--- src/logic/pipe_pkg.sv ---
`default_nettype none

package pipe_pkg;

  localparam int REG_W     = 5;
  localparam int ADDR_W    = 8;
  localparam int DATA_W    = 32;
  localparam int MEM_WORDS = 256;
  localparam int MEM_LAT   = 3;
  localparam int LAT_W     = $clog2(MEM_LAT + 1);

  // instruction side only ever reads
  typedef struct packed {
    logic [ADDR_W-1:0] addr;
  } fetch_req_t;

  // field order matters, the miss port unpacks by position with addr on top
  typedef struct packed {
    logic [ADDR_W-1:0] addr;
    logic              we;
    logic [DATA_W-1:0] wdata;
  } data_req_t;

endpackage

`default_nettype wire

--- src/logic/miss_port.sv ---
`timescale 1ns/1ps
`default_nettype none

module miss_port #(
  parameter type req_t = logic [pipe_pkg::ADDR_W-1:0]
) (
  input  logic                        clk,
  input  logic                        rstn,
  input  logic                        miss_i,
  input  req_t                        req_i,
  output logic                        req_valid_o,
  input  logic                        req_ready_i,
  output logic [pipe_pkg::ADDR_W-1:0] req_addr_o,
  output logic                        req_we_o,
  output logic [pipe_pkg::DATA_W-1:0] req_wdata_o,
  input  logic                        resp_valid_i,
  input  logic [pipe_pkg::DATA_W-1:0] resp_data_i,
  output logic                        arrival_o,
  output logic [pipe_pkg::DATA_W-1:0] rdata_o
);
  import pipe_pkg::*;

  typedef enum logic [1:0] {
    ST_IDLE,
    ST_REQ,
    ST_WAIT
  } state_t;

  state_t                   state;
  req_t                     req_q;
  logic [$bits(req_t)-1:0]  req_bits;
  logic                     arrival_q;
  logic [DATA_W-1:0]        rdata_q;

  always_ff @(posedge clk)
  begin
    if (!rstn)
    begin
      state     <= ST_IDLE;
      arrival_q <= 1'b0;
    end
    else
    begin
      arrival_q <= 1'b0;
      case (state)
        ST_IDLE:
          if (miss_i)
            state <= ST_REQ;
        ST_REQ:
          if (req_ready_i)
            state <= ST_WAIT; // request taken by the arbiter
        ST_WAIT:
          if (resp_valid_i)
          begin
            state     <= ST_IDLE;
            arrival_q <= 1'b1;
          end
        default:
          state <= ST_IDLE;
      endcase
    end
  end

  always_ff @(posedge clk)
  begin
    if (state == ST_IDLE && miss_i)
      req_q <= req_i;
    if (state == ST_WAIT && resp_valid_i)
      rdata_q <= resp_data_i;
  end

  assign req_bits    = req_q;
  assign req_valid_o = (state == ST_REQ);
  assign arrival_o   = arrival_q;
  assign rdata_o     = rdata_q;

  // payloads wider than an address carry a write flag and a data word below it
  generate
    if ($bits(req_t) > ADDR_W)
    begin : g_write
      assign req_addr_o  = req_bits[$bits(req_t)-1 -: ADDR_W];
      assign req_we_o    = req_bits[DATA_W];
      assign req_wdata_o = req_bits[DATA_W-1:0];
    end
    else
    begin : g_read
      assign req_addr_o  = req_bits[ADDR_W-1:0];
      assign req_we_o    = 1'b0;
      assign req_wdata_o = '0;
    end
  endgenerate

  a_no_miss_busy: assert property (@(posedge clk) disable iff (!rstn)
    (state != ST_IDLE) |-> !miss_i);

endmodule

`default_nettype wire

--- config.mk ---
export PLATFORM = sky130hd
export DESIGN_NAME = miss_port
export DESIGN_NICKNAME = d
export VERILOG_FILES = /design/src/logic/pipe_pkg.sv /design/src/logic/miss_port.sv
export SDC_FILE = /design/constraint.sdc
export NUM_CORES = 1
export LEC_CHECK = 0
export ABC_CLOCK_PERIOD_IN_PS = 2050
export BUFFER_PORTS_ARGS = -buffer_cell sky130_fd_sc_hd__buf_4
export CORE_MARGIN = 10
export CORE_UTILIZATION = 30
export CTS_CLUSTER_DIAMETER = 40
export DETAILED_ROUTE_END_ITERATION = 12
export PLACE_DENSITY = 0.66
export RECOVER_POWER = 100
export SLEW_MARGIN = 25
export SYNTH_ARGS = -nofsm -noshare
export SYNTH_HDL_FRONTEND = slang
export SYNTH_SLANG_ARGS = --single-unit
--- constraint.sdc ---
create_clock -name clk -period 2.05 [get_ports clk]
set_clock_uncertainty 0.05 [all_clocks]
set_input_delay 0.615 -clock clk [delete_from_list [all_inputs] [get_ports clk]]
set_output_delay 0.615 -clock clk [all_outputs]
set_load 0.1 [all_outputs]
==> metrics.txt, run 1 <==
# TYPE chip_impl_metric gauge
chip_impl_metric{name="flow.area_growth_from_synthesis",unit="%"} 38.7
chip_impl_info{name="layout_common_cells",value="sky130_fd_sc_hd__clkbuf_2, sky130_fd_sc_hd__clkbuf_4, sky130_fd_sc_hd__edfxtp_1"} 1
chip_impl_metric{name="placement_rows",unit=""} 26
chip_impl_metric{name="route.antenna.remaining_nets",unit=""} 0
chip_impl_metric{name="power.ir.vdd_worst",unit="V"} 0.000302
chip_impl_metric{name="yosysWarningCount",unit=""} 0
chip_impl_metric{name="track_usage",unit="%"} 8.55
chip_impl_metric{name="ioPinCount",unit=""} 120
chip_impl_info{name="crit_slowest_cell",value="sky130_fd_sc_hd__dfxtp_1"} 1
chip_impl_info{name="synth_top_cell_by_area",value="sky130_fd_sc_hd__edfxtp_1"} 1
chip_impl_metric{name="ys_ff_latch",unit=""} 43
chip_impl_metric{name="worst_endpoint_required_time",unit="ns"} 1.38
chip_impl_metric{name="post_cts_resize_count",unit=""} 0
chip_impl_metric{name="placed_area",unit="µm²"} 2220
chip_impl_metric{name="worstPathArrival",unit="ns"} 1.19
chip_impl_metric{name="setup_viol",unit=""} 0
chip_impl_metric{name="comb_power_share",unit="%"} 24.3
chip_impl_metric{name="via_count",unit=""} 924
chip_impl_metric{name="tritoncts.num_buffers",unit=""} 5
chip_impl_metric{name="seq_power_share",unit="%"} 47.0
chip_impl_metric{name="stdcell_count",unit=""} 251
chip_impl_metric{name="detailedRoute.firstIterationViolations",unit=""} 37
chip_impl_metric{name="grt_start_max_net_pins",unit=""} 34
chip_impl_metric{name="ratio_of_cells_with_drive_above_1_in_the_final_layout",unit="%"} 51.9
chip_impl_metric{name="grt.overflow.total",unit=""} 0
chip_impl_metric{name="intPower",unit="mW"} 1.41
chip_impl_metric{name="max_cap_violations",unit=""} 0
chip_impl_metric{name="crit_path_max_incr_delay",unit="ns"} 0.37
chip_impl_metric{name="yosys.area.top_type_share",unit="%"} 75.8
chip_impl_metric{name="synthCells",unit=""} 87
chip_impl_metric{name="finalWeightedCongestion",unit=""} 0.702
chip_impl_metric{name="timing.fmax",unit="MHz"} 539
chip_impl_metric{name="yosys.cell_types.count",unit=""} 13
chip_impl_metric{name="multiInputGateArea",unit="µm²"} 199
chip_impl_info{name="outcome",value="finished, final reports clean"} 1
chip_impl_metric{name="dp.final_hpwl",unit="µm"} 3280
chip_impl_metric{name="critical_path.n_buffers_inverters",unit=""} 1
chip_impl_metric{name="grt_pass1_wl",unit="µm"} 5640
chip_impl_info{name="critPathLaunchType",value="flip-flop"} 1
chip_impl_metric{name="ctsLongestPathBuffers",unit=""} 2
chip_impl_metric{name="clock_sinks",unit=""} 43
chip_impl_metric{name="final_nets",unit=""} 226
chip_impl_metric{name="firstDrtPassIters",unit=""} 4
chip_impl_metric{name="timing_worst_slew_pin_value",unit="ns"} 0.767
chip_impl_info{name="mostFrequentLayoutCell",value="sky130_fd_sc_hd__clkbuf_2"} 1
chip_impl_metric{name="wl",unit="µm"} 3930
chip_impl_metric{name="antenna_diode_count",unit=""} 0
chip_impl_metric{name="setup_tns",unit="ns"} 0
chip_impl_metric{name="placedCellCount",unit=""} 244
chip_impl_metric{name="leakagePower",unit="nW"} 0.964
chip_impl_metric{name="synth-seq-area-share",unit="%"} 79.6
chip_impl_metric{name="cts.hold.buffers_added",unit=""} 0
chip_impl_metric{name="coreArea",unit="µm²"} 5110
chip_impl_metric{name="avgViaCountPerCell",unit=""} 3.68
chip_impl_info{name="crit-reg2reg-launch",value="state[1]"} 1
chip_impl_metric{name="postSynthAreaPerCell",unit="µm²"} 18.2
chip_impl_metric{name="die-area",unit="µm²"} 8590
chip_impl_metric{name="clock_power_share",unit="%"} 28.6
chip_impl_info{name="rsz0062_at_grt",value="false"} 1
chip_impl_metric{name="register_area",unit="µm²"} 1260
chip_impl_metric{name="worst-path-max-fanout",unit=""} 5
chip_impl_metric{name="post_cts_setup_buffers",unit=""} 0
chip_impl_info{name="clockRootBuffer",value="sky130_fd_sc_hd__clkbuf_8"} 1
chip_impl_metric{name="die_x",unit="µm"} 92.7
chip_impl_metric{name="initial_antenna_violation_count",unit=""} 0
chip_impl_metric{name="ctsHtreeMaxLevel",unit=""} 2
chip_impl_metric{name="numPortBuffers",unit=""} 86
chip_impl_info{name="crit_path_from",value="state[0]"} 1
chip_impl_metric{name="die-height",unit="µm"} 92.7
chip_impl_info{name="setup.worst_path.end_class",value="output pin"} 1
chip_impl_info{name="critical_path.cell_chain",value="nor2b_2 > clkbuf_4"} 1
chip_impl_info{name="family_with_the_most_delay_on_the_worst_path",value="flip-flops"} 1
chip_impl_metric{name="remaining_drc_errors",unit=""} 0
chip_impl_metric{name="min_tclk_post_route",unit="ns"} 1.85
chip_impl_metric{name="swShare",unit="%"} 33.2
chip_impl_metric{name="post_drt_wl_per_cell",unit="µm"} 15.7
chip_impl_info{name="synth.top_cells.by_area",value="sky130_fd_sc_hd__edfxtp_1, sky130_fd_sc_hd__buf_4, sky130_fd_sc_hd__dfxtp_1"} 1
chip_impl_metric{name="fill_cells",unit=""} 492
chip_impl_metric{name="synth_cell_area",unit="µm²"} 1590
chip_impl_metric{name="cellPowerDensity",unit="nW/µm²"} 960
chip_impl_metric{name="fin_crit_sh",unit="%"} 90.5
chip_impl_metric{name="start_util",unit="%"} 31.0
chip_impl_metric{name="p_sw",unit="µW"} 702
chip_impl_metric{name="post_route_standard_cell_area_excluding_fillers",unit="µm²"} 2200
chip_impl_metric{name="first_global_vias",unit=""} 1019
chip_impl_info{name="cts_tree",value="yes"} 1
chip_impl_metric{name="hold_viol_final",unit=""} 0
chip_impl_metric{name="timing_max_transition_violations_final",unit=""} 0
chip_impl_metric{name="slew_headroom",unit="%"} 48.9
chip_impl_info{name="hold_path_startpoint",value="state[0]"} 1
chip_impl_metric{name="clk_transition_reported_paths",unit="ns"} 0.07
chip_impl_info{name="path_class",value="flip-flop to output pin"} 1
chip_impl_metric{name="clk_latency",unit="ns"} 0.28
chip_impl_info{name="hp-class",value="flip-flop to flip-flop"} 1
==> flip-flops by register name, indices dropped and copies added (netlist names) <==
register    flops
state           2
arrival_o       1
req_addr_o      8
rdata_o        32
==> cell type report <==
| cell class | count | area share (%) |
|---|---|---|
| tap | 70 | 3.98 |
| clock inverter | 1 | 1.37 |
| clock buffer | 6 | 3.30 |
| sequential | 43 | 57.4 |
| timing repair buffer | 88 | 24.9 |
| multi-input combinational | 43 | 9.05 |
==> power by group through the flow <==
| stage | registers [mW] | clock network [mW] | logic (mW) |
|---|---|---|---|
| floorplan | 1.15 | 0 | 0.339 |
| global placement | 1.01 | 0 | 0.527 |
| detailed placement | 1.01 | 0 | 0.531 |
| CTS | 0.993 | 0.622 | 0.532 |
| global route | 0.994 | 0.672 | 0.527 |
| finish | 0.993 | 0.604 | 0.513 |
==> logic make-up after synthesis <==
logic type	count (synthesis)	synth area share, %
AOI/OAI and AO/OA	2	0.868
buffers and inverters	33	15.6
DFF	43	79.6
other	1	0.237
and+or+nand+nor	8	3.71
==> through the flow <==
| stage | worst slack (ns) | hold slack (ns) | util [%] | power (mW) |
|---|---|---|---|---|
| after floorplan | 0.146 | 0.416 | - | 1.49 |
| after global placement | 0.570 | 0.433 | 43.5 | 1.54 |
| after detailed placement | 0.530 | 0.449 | 43.5 | 1.54 |
| after CTS | 0.220 | 0.445 | 45.5 | 2.15 |
| after global routing | 0.0801 | 0.449 | 43.0 | 2.19 |
| final | 0.195 | 0.458 | 43.0 | 2.11 |
==> worst paths after layout <==
kind	to	slack [ns]	cells past startpoint
min reg2reg	state[0]	0.46	2
max	req_valid_o	0.20	2
min	state[0]	0.46	2
max reg2reg	rdata_o[11]	0.44	2
==> worst register-to-register path, delay by kind of cell (launching register included) <==
family	cells	cell delay (ns)
buffers and inverters	1	0.60
AND/OR/NAND/NOR	1	0.17
flip-flops	1	0.40
==> synth_stat cells <==
cell                        n
sky130_fd_sc_hd__and2_1     1
sky130_fd_sc_hd__nor2_1     1
sky130_fd_sc_hd__nor2b_1    1
sky130_fd_sc_hd__dfxtp_1    3
sky130_fd_sc_hd__and3b_1    1
sky130_fd_sc_hd__nand2b_2   1
sky130_fd_sc_hd__nand2b_1   2
sky130_fd_sc_hd__conb_1     1
sky130_fd_sc_hd__edfxtp_1  40
sky130_fd_sc_hd__a31o_1     1
sky130_fd_sc_hd__buf_4     33
sky130_fd_sc_hd__a21oi_1    1
sky130_fd_sc_hd__and4bb_1   1
==> metal layers <==
metal | share of wire, % | global-route usage [%] | up-vias
li1 | - | - | 426
met1 | 41 | 8.91 | 416
met2 | 47 | 14.1 | 77
met3 | 10 | 4.04 | 5
met4 | 1.9 | 4.63 | 0
met5 | 0 | 0 | -
No activity file was read; power rests on OpenSTA's default activity.
==> inputs of run 2 (changes only) <==
- ABC_AREA: unset -> 1
- CORE_ASPECT_RATIO: unset -> 0.5
==> run 2 against run 1 <==
Effect of this change: clock power down 20%; maximum frequency is 1.7% higher; final area down 1.0%; first-iteration DRC count shrank 46%; synthesized area is 0.16% higher; count of clock-buffer cells in the layout increased by 2; global-route usage shrank 1.2 points; setup slack better by 0.031 ns; die area increased by 2.2%; core utilization is 0.28 points higher; via count decreased by 0.76%; critical path depth is 1 higher; critical path type unchanged; largest power group unchanged; highest routed layer unchanged.
==> metrics.txt, run 2 <==
# TYPE chip_impl_metric gauge
chip_impl_metric{name="ctsLongestPathBuffers",unit=""} 2
chip_impl_metric{name="dp.final_hpwl",unit="µm"} 3160
chip_impl_info{name="reg2reg_to",value="rdata_o[18]"} 1
chip_impl_info{name="worst_hold_path.endpoint",value="req_addr_o[3]"} 1
chip_impl_metric{name="synthCells",unit=""} 95
chip_impl_info{name="rsz0062_at_grt",value="false"} 1
chip_impl_info{name="synth_top_cell_by_area",value="sky130_fd_sc_hd__edfxtp_1"} 1
chip_impl_info{name="critPathLaunchType",value="flip-flop"} 1
chip_impl_metric{name="remaining_drc_errors",unit=""} 0
chip_impl_metric{name="crit_path_max_incr_delay",unit="ns"} 0.33
chip_impl_metric{name="timing_max_transition_violations_final",unit=""} 0
chip_impl_metric{name="ratio_of_cells_with_drive_above_1_in_the_final_layout",unit="%"} 49.2
chip_impl_info{name="path_class",value="flip-flop to output pin"} 1
chip_impl_info{name="synth_top_flop_cell",value="sky130_fd_sc_hd__edfxtp_1"} 1
chip_impl_metric{name="numPortBuffers",unit=""} 86
chip_impl_metric{name="timing.fmax",unit="MHz"} 548
chip_impl_metric{name="avgViaCountPerCell",unit=""} 3.54
chip_impl_metric{name="die_x",unit="µm"} 123
chip_impl_metric{name="yosysWarningCount",unit=""} 0
chip_impl_info{name="setup.worst_path.end_class",value="output pin"} 1
chip_impl_metric{name="placement_rows",unit=""} 18
chip_impl_metric{name="r2r_cells",unit=""} 4
chip_impl_info{name="synth_common_cells",value="sky130_fd_sc_hd__edfxtp_1, sky130_fd_sc_hd__buf_4, sky130_fd_sc_hd__inv_1, sky130_fd_sc_hd__nand2_1, sky130_fd_sc_hd__nor2_1"} 1
chip_impl_info{name="cts_tree",value="yes"} 1
chip_impl_info{name="outcome",value="finished, final reports clean"} 1
chip_impl_metric{name="track_usage",unit="%"} 7.37
chip_impl_metric{name="leakagePower",unit="nW"} 0.972
chip_impl_metric{name="synth_cell_area",unit="µm²"} 1590
chip_impl_metric{name="yosys.area.top_type_share",unit="%"} 75.7
chip_impl_metric{name="cts.hold.buffers_added",unit=""} 0
chip_impl_metric{name="post_cts_resize_count",unit=""} 0
chip_impl_metric{name="worst_endpoint_required_time",unit="ns"} 1.38
chip_impl_info{name="hp-class",value="input pin to flip-flop"} 1
chip_impl_metric{name="die-area",unit="µm²"} 8780
chip_impl_metric{name="grt_pass1_wl",unit="µm"} 5000
chip_impl_metric{name="firstDrtPassIters",unit=""} 4
chip_impl_metric{name="grt_start_max_net_pins",unit=""} 33
chip_impl_info{name="crit-reg2reg-launch",value="state[0]"} 1
chip_impl_metric{name="fin_ws",unit="ns"} 0.226
chip_impl_metric{name="timing_worst_slew_pin_value",unit="ns"} 0.751
chip_impl_metric{name="clk_latency",unit="ns"} 0.28
chip_impl_metric{name="setup_tns",unit="ns"} 0
chip_impl_info{name="family_with_the_most_delay_on_the_worst_path",value="buffers and inverters"} 1
chip_impl_metric{name="yosys.cell_types.count",unit=""} 11
chip_impl_info{name="clockRootBuffer",value="sky130_fd_sc_hd__clkbuf_8"} 1
chip_impl_metric{name="worstPathArrival",unit="ns"} 1.16
chip_impl_metric{name="start_util",unit="%"} 31.6
chip_impl_metric{name="grt.overflow.total",unit=""} 0
chip_impl_metric{name="fill_cells",unit=""} 483
chip_impl_metric{name="wl",unit="µm"} 3670
chip_impl_metric{name="coreArea",unit="µm²"} 5020
chip_impl_metric{name="clk_transition_reported_paths",unit="ns"} 0.07
chip_impl_metric{name="async_flop_share",unit="%"} 0
chip_impl_metric{name="synth-seq-area-share",unit="%"} 79.4
chip_impl_metric{name="hold_viol_final",unit=""} 0
chip_impl_metric{name="ys_ff_latch",unit=""} 43
chip_impl_info{name="mostFrequentLayoutCell",value="sky130_fd_sc_hd__clkbuf_2"} 1
chip_impl_metric{name="first_global_vias",unit=""} 1029
chip_impl_metric{name="flow.area_growth_from_synthesis",unit="%"} 37.0
chip_impl_metric{name="ioPinCount",unit=""} 120
chip_impl_metric{name="critical_path.n_buffers_inverters",unit=""} 2
chip_impl_metric{name="postSynthAreaPerCell",unit="µm²"} 16.7
chip_impl_metric{name="worst-r2r-setup-slack",unit="ns"} 0.48
chip_impl_metric{name="largest_register_ffs",unit=""} 32
chip_impl_metric{name="antenna_diode_count",unit=""} 0
chip_impl_metric{name="post_drt_wl_per_cell",unit="µm"} 14.2
chip_impl_metric{name="worst_hold_path_depth",unit=""} 1
chip_impl_metric{name="max_cap_violations",unit=""} 0
chip_impl_metric{name="ctsHtreeMaxLevel",unit=""} 2
chip_impl_metric{name="detailedRoute.firstIterationViolations",unit=""} 20
chip_impl_metric{name="total_power",unit="mW"} 1.96
chip_impl_metric{name="setup_viol",unit=""} 0
chip_impl_metric{name="via_count",unit=""} 917
chip_impl_metric{name="die-height",unit="µm"} 71.4
chip_impl_info{name="critical_path.cell_chain",value="inv_1 > nor2_1 > buf_4"} 1
chip_impl_metric{name="utilization",unit="%"} 43.3
chip_impl_metric{name="clock_sinks",unit=""} 43
chip_impl_metric{name="post_cts_setup_buffers",unit=""} 0
chip_impl_metric{name="fin_crit_sh",unit="%"} 89.0
chip_impl_metric{name="slew_headroom",unit="%"} 49.9
chip_impl_metric{name="finalWeightedCongestion",unit=""} 0.719
chip_impl_metric{name="synth-edff-count",unit=""} 40
chip_impl_metric{name="initial_antenna_violation_count",unit=""} 0
chip_impl_metric{name="route.antenna.remaining_nets",unit=""} 0
chip_impl_info{name="synth.top_cells.by_area",value="sky130_fd_sc_hd__edfxtp_1, sky130_fd_sc_hd__buf_4, sky130_fd_sc_hd__dfxtp_1"} 1
chip_impl_metric{name="final_nets",unit=""} 233
chip_impl_metric{name="tritoncts.num_buffers",unit=""} 5
chip_impl_info{name="crit_slowest_cell",value="sky130_fd_sc_hd__dfxtp_1"} 1
chip_impl_metric{name="worst-path-max-fanout",unit=""} 3
chip_impl_metric{name="power.ir.vdd_worst",unit="V"} 0.000276
chip_impl_metric{name="dp_slack",unit="ns"} 0.567
chip_impl_info{name="layout_common_cells",value="sky130_fd_sc_hd__clkbuf_2, sky130_fd_sc_hd__clkbuf_4, sky130_fd_sc_hd__edfxtp_1"} 1
chip_impl_info{name="hold_path_startpoint",value="req_i[3]"} 1
chip_impl_metric{name="cellPowerDensity",unit="nW/µm²"} 902
chip_impl_info{name="yosysMostFrequentCell",value="sky130_fd_sc_hd__edfxtp_1"} 1
chip_impl_metric{name="min_tclk_post_route",unit="ns"} 1.82
run 2: logic make-up after synthesis:
logic type,Yosys count,synth area share (%)
flops,43,79.4
buf+inv,39,17.0
simple gates,10,2.60
compound gates,2,0.709
other cells,1,0.236
run 2: power by group:
group          internal [mW]  leakage [nW]  switching [mW]
registers              0.981         0.389         0.00501
clock network          0.242        0.0395           0.241
logic                 0.0636         0.543           0.429
run 2: area by class of cell:
cell class,count,area [µm²],share of cell area (%)
Tap cell,70,87.6,4.03
Inverter,6,22.5,1.04
Clock buffer,8,80.1,3.68
Multi-Input combinational cell,45,176,8.11
Timing Repair Buffer,87,548,25.2
Sequential cell,43,1260,58.0
run 2: layer usage:
layer / routed length [µm] / global-route usage (%)
met5: 0 / 0
met4: 29 / 2.73
met3: 375 / 3.13
met2: 2010 / 14.5
met1: 1250 / 6.52
run 2: worst max path at each step:
stage | cells past startpoint | slack (ns) | end | startpoint
global placement | 4 | 0.58 | rdata_o[25] | resp_valid_i
global route | 3 | 0.14 | req_valid_o | state[0]
finish | 3 | 0.23 | req_valid_o | state[0]
floorplan | 2 | 0.08 | rdata_o[0] | resp_valid_i
detailed placement | 4 | 0.57 | rdata_o[19] | resp_valid_i
CTS | 3 | 0.26 | req_valid_o | state[0]
run 2: metrics by stage:
step | std cells | hold slack [ns] | instance area [µm²]
floorplan | 127 | 0.460 | 1710
global placement | 251 | 0.480 | 2220
detailed placement | 251 | 0.496 | 2220
CTS | 259 | 0.447 | 2300
global route | 259 | 0.461 | 2180
finish | 259 | 0.480 | 2180
==> inputs of run 3 (changes only) <==
- CELL_PAD_IN_SITES_DETAIL_PLACEMENT: unset -> 1
- CELL_PAD_IN_SITES_GLOBAL_PLACEMENT: unset -> 2
- CORE_UTILIZATION: 30 -> 23
- PLACE_DENSITY: 0.66 -> 0.81
==> run 3 against run 2 <==
Effect of this change: flip-flop and latch count unchanged; sequential power about the same; die area up 23%; core utilization down 9.6 points; global-route usage down 0.41 points; wire length up 12%; via count up 4.1%; critical endpoint unchanged.
==> metrics.txt, run 3 (synthesis gave the netlist of run 2 again) <==
# TYPE chip_impl_metric gauge
chip_impl_info{name="outcome",value="finished, final reports clean"} 1
chip_impl_metric{name="fill_cells",unit=""} 740
chip_impl_metric{name="cellPowerDensity",unit="nW/µm²"} 977
chip_impl_metric{name="die_x",unit="µm"} 138
chip_impl_metric{name="first_global_vias",unit=""} 1074
chip_impl_metric{name="hold_slack",unit="ns"} 0.488
chip_impl_metric{name="avgViaCountPerCell",unit=""} 3.40
chip_impl_metric{name="leakagePower",unit="nW"} 0.996
chip_impl_metric{name="wl",unit="µm"} 4120
chip_impl_metric{name="total_power",unit="mW"} 2.21
chip_impl_metric{name="coreArea",unit="µm²"} 6700
chip_impl_metric{name="grt.overflow.total",unit=""} 0
chip_impl_metric{name="min_tclk_post_route",unit="ns"} 1.81
chip_impl_metric{name="intPower",unit="mW"} 1.49
chip_impl_metric{name="cts.hold.buffers_added",unit=""} 0
chip_impl_metric{name="stdcell_count",unit=""} 281
chip_impl_metric{name="dp.final_hpwl",unit="µm"} 3580
chip_impl_metric{name="final_nets",unit=""} 233
chip_impl_info{name="cts_tree",value="yes"} 1
chip_impl_metric{name="tritoncts.num_buffers",unit=""} 5
chip_impl_metric{name="ratio_of_cells_with_drive_above_1_in_the_final_layout",unit="%"} 49.7
chip_impl_metric{name="ioPinCount",unit=""} 120
chip_impl_info{name="rsz0062_at_grt",value="false"} 1
chip_impl_metric{name="route.antenna.remaining_nets",unit=""} 0
chip_impl_metric{name="firstDrtPassIters",unit=""} 5
chip_impl_metric{name="power.ir.vdd_worst",unit="V"} 0.000316
chip_impl_metric{name="fin_ws",unit="ns"} 0.239
chip_impl_metric{name="track_usage",unit="%"} 6.96
chip_impl_metric{name="post_cts_resize_count",unit=""} 0
chip_impl_metric{name="finalWeightedCongestion",unit=""} 0.753
chip_impl_metric{name="grt_start_max_net_pins",unit=""} 33
chip_impl_metric{name="worst_endpoint_required_time",unit="ns"} 1.38
chip_impl_info{name="critPathLaunchType",value="flip-flop"} 1
chip_impl_metric{name="die-height",unit="µm"} 78.8
chip_impl_info{name="layout_common_cells",value="sky130_fd_sc_hd__clkbuf_2, sky130_fd_sc_hd__edfxtp_1, sky130_fd_sc_hd__clkbuf_4"} 1
chip_impl_metric{name="post_drt_wl_per_cell",unit="µm"} 14.7
chip_impl_metric{name="flow.area_growth_from_synthesis",unit="%"} 42.4
chip_impl_metric{name="placed_area",unit="µm²"} 2240
chip_impl_metric{name="swShare",unit="%"} 32.4
chip_impl_info{name="clockRootBuffer",value="sky130_fd_sc_hd__clkbuf_16"} 1
chip_impl_metric{name="via_count",unit=""} 955
chip_impl_info{name="crit_path_from",value="state[0]"} 1
chip_impl_metric{name="numPortBuffers",unit=""} 86
chip_impl_metric{name="ctsHtreeMaxLevel",unit=""} 2
chip_impl_metric{name="timing_max_transition_violations_final",unit=""} 0
chip_impl_metric{name="grt_pass1_wl",unit="µm"} 5890
chip_impl_metric{name="worstPathArrival",unit="ns"} 1.15
chip_impl_metric{name="placement_rows",unit=""} 21
chip_impl_metric{name="dp_slack",unit="ns"} 0.550
chip_impl_metric{name="max_cap_violations",unit=""} 0
chip_impl_info{name="crit-reg2reg-launch",value="state[0]"} 1
chip_impl_metric{name="antenna_diode_count",unit=""} 0
chip_impl_metric{name="p_sw",unit="µW"} 716
chip_impl_info{name="setup.worst_path.end_class",value="output pin"} 1
chip_impl_metric{name="utilization",unit="%"} 33.7
chip_impl_metric{name="remaining_drc_errors",unit=""} 0
chip_impl_metric{name="timing.fmax",unit="MHz"} 552
chip_impl_info{name="mostFrequentLayoutCell",value="sky130_fd_sc_hd__clkbuf_2"} 1
chip_impl_metric{name="clock_sinks",unit=""} 43
chip_impl_metric{name="clk_latency",unit="ns"} 0.27
chip_impl_info{name="path_class",value="flip-flop to output pin"} 1
chip_impl_metric{name="clock_power_share",unit="%"} 32.9
chip_impl_metric{name="largest_register_ffs",unit=""} 32
chip_impl_metric{name="worst-path-max-fanout",unit=""} 3
chip_impl_metric{name="post_route_standard_cell_area_excluding_fillers",unit="µm²"} 2260
chip_impl_metric{name="slew_headroom",unit="%"} 50.4
chip_impl_metric{name="timing_worst_slew_pin_value",unit="ns"} 0.743
chip_impl_info{name="family_with_the_most_delay_on_the_worst_path",value="buffers and inverters"} 1
chip_impl_info{name="hp-class",value="flip-flop to flip-flop"} 1
chip_impl_metric{name="hold_viol_final",unit=""} 0
chip_impl_metric{name="seq_power_share",unit="%"} 44.7
chip_impl_metric{name="placedCellCount",unit=""} 273
chip_impl_metric{name="detailedRoute.firstIterationViolations",unit=""} 22
chip_impl_info{name="critical_path.cell_chain",value="inv_1 > nor2_1 > buf_4"} 1
chip_impl_metric{name="ctsLongestPathBuffers",unit=""} 2
chip_impl_metric{name="post_cts_setup_buffers",unit=""} 0
chip_impl_metric{name="fin_crit_sh",unit="%"} 88.3
chip_impl_metric{name="setup_viol",unit=""} 0
chip_impl_metric{name="clk_transition_reported_paths",unit="ns"} 0.05
chip_impl_metric{name="start_util",unit="%"} 23.7
chip_impl_metric{name="initial_antenna_violation_count",unit=""} 0
chip_impl_metric{name="comb_power_share",unit="%"} 22.3
chip_impl_metric{name="critical_path.n_buffers_inverters",unit=""} 2
chip_impl_metric{name="die-area",unit="µm²"} 10800
chip_impl_metric{name="crit_path_max_incr_delay",unit="ns"} 0.33
chip_impl_metric{name="setup_tns",unit="ns"} 0
chip_impl_info{name="hold_path_startpoint",value="state[1]"} 1
chip_impl_info{name="crit_slowest_cell",value="sky130_fd_sc_hd__dfxtp_1"} 1
run 3: changes by cell type in the layout (fill, tap and decap cells not counted), sizes merged:
cell,delta
clkinv,+1
clkinvlp,+1
clkbuf,-2
run 3: worst register-to-register path, stage by stage (launching register included):
cell and delay (ns):
sky130_fd_sc_hd__dfxtp_1 0.31, sky130_fd_sc_hd__inv_1 0.07, sky130_fd_sc_hd__nand2_1 0.09, sky130_fd_sc_hd__nor2_2 0.09, sky130_fd_sc_hd__clkbuf_2 0.59
run 3: power groups by stage:
stage	Sequential, mW	Clock (mW)	Combinational (mW)
2_1_floorplan	1.12	0	0.339
6_report	0.988	0.728	0.494
3_5_place_dp	1.01	0	0.509
5_1_grt	0.989	0.805	0.509
3_3_place_gp	1.01	0	0.503
4_1_cts	0.988	0.755	0.509
run 3: cell type report:
| class | count | area, µm² | area share, % |
|---|---|---|---|
| clock inverter | 2 | 12.5 | 0.553 |
| clock buffer | 6 | 129 | 5.70 |
| multi-input combinational | 45 | 176 | 7.80 |
| tap | 92 | 115 | 5.09 |
| inverter | 6 | 22.5 | 0.996 |
| timing repair buffer | 87 | 544 | 24.1 |
| sequential | 43 | 1260 | 55.8 |
run 3: final timing paths:
kind                            depth (start not counted)  slack, ns          end
worst min-delay path                                    2       0.49    arrival_o
worst max-delay path                                    3       0.24  req_valid_o
worst max register to register                          4       0.47   rdata_o[7]
worst min register to register                          2       0.49    arrival_o
run 3: layer usage:
metal  vias up  part of all wire, %  track usage [%]
met5         -                    0                0
met4         0                 0.92             2.20
met3         2                   10             2.70
met2        62                   54             13.6
met1       447                   35             6.53
li1        444                    -                -
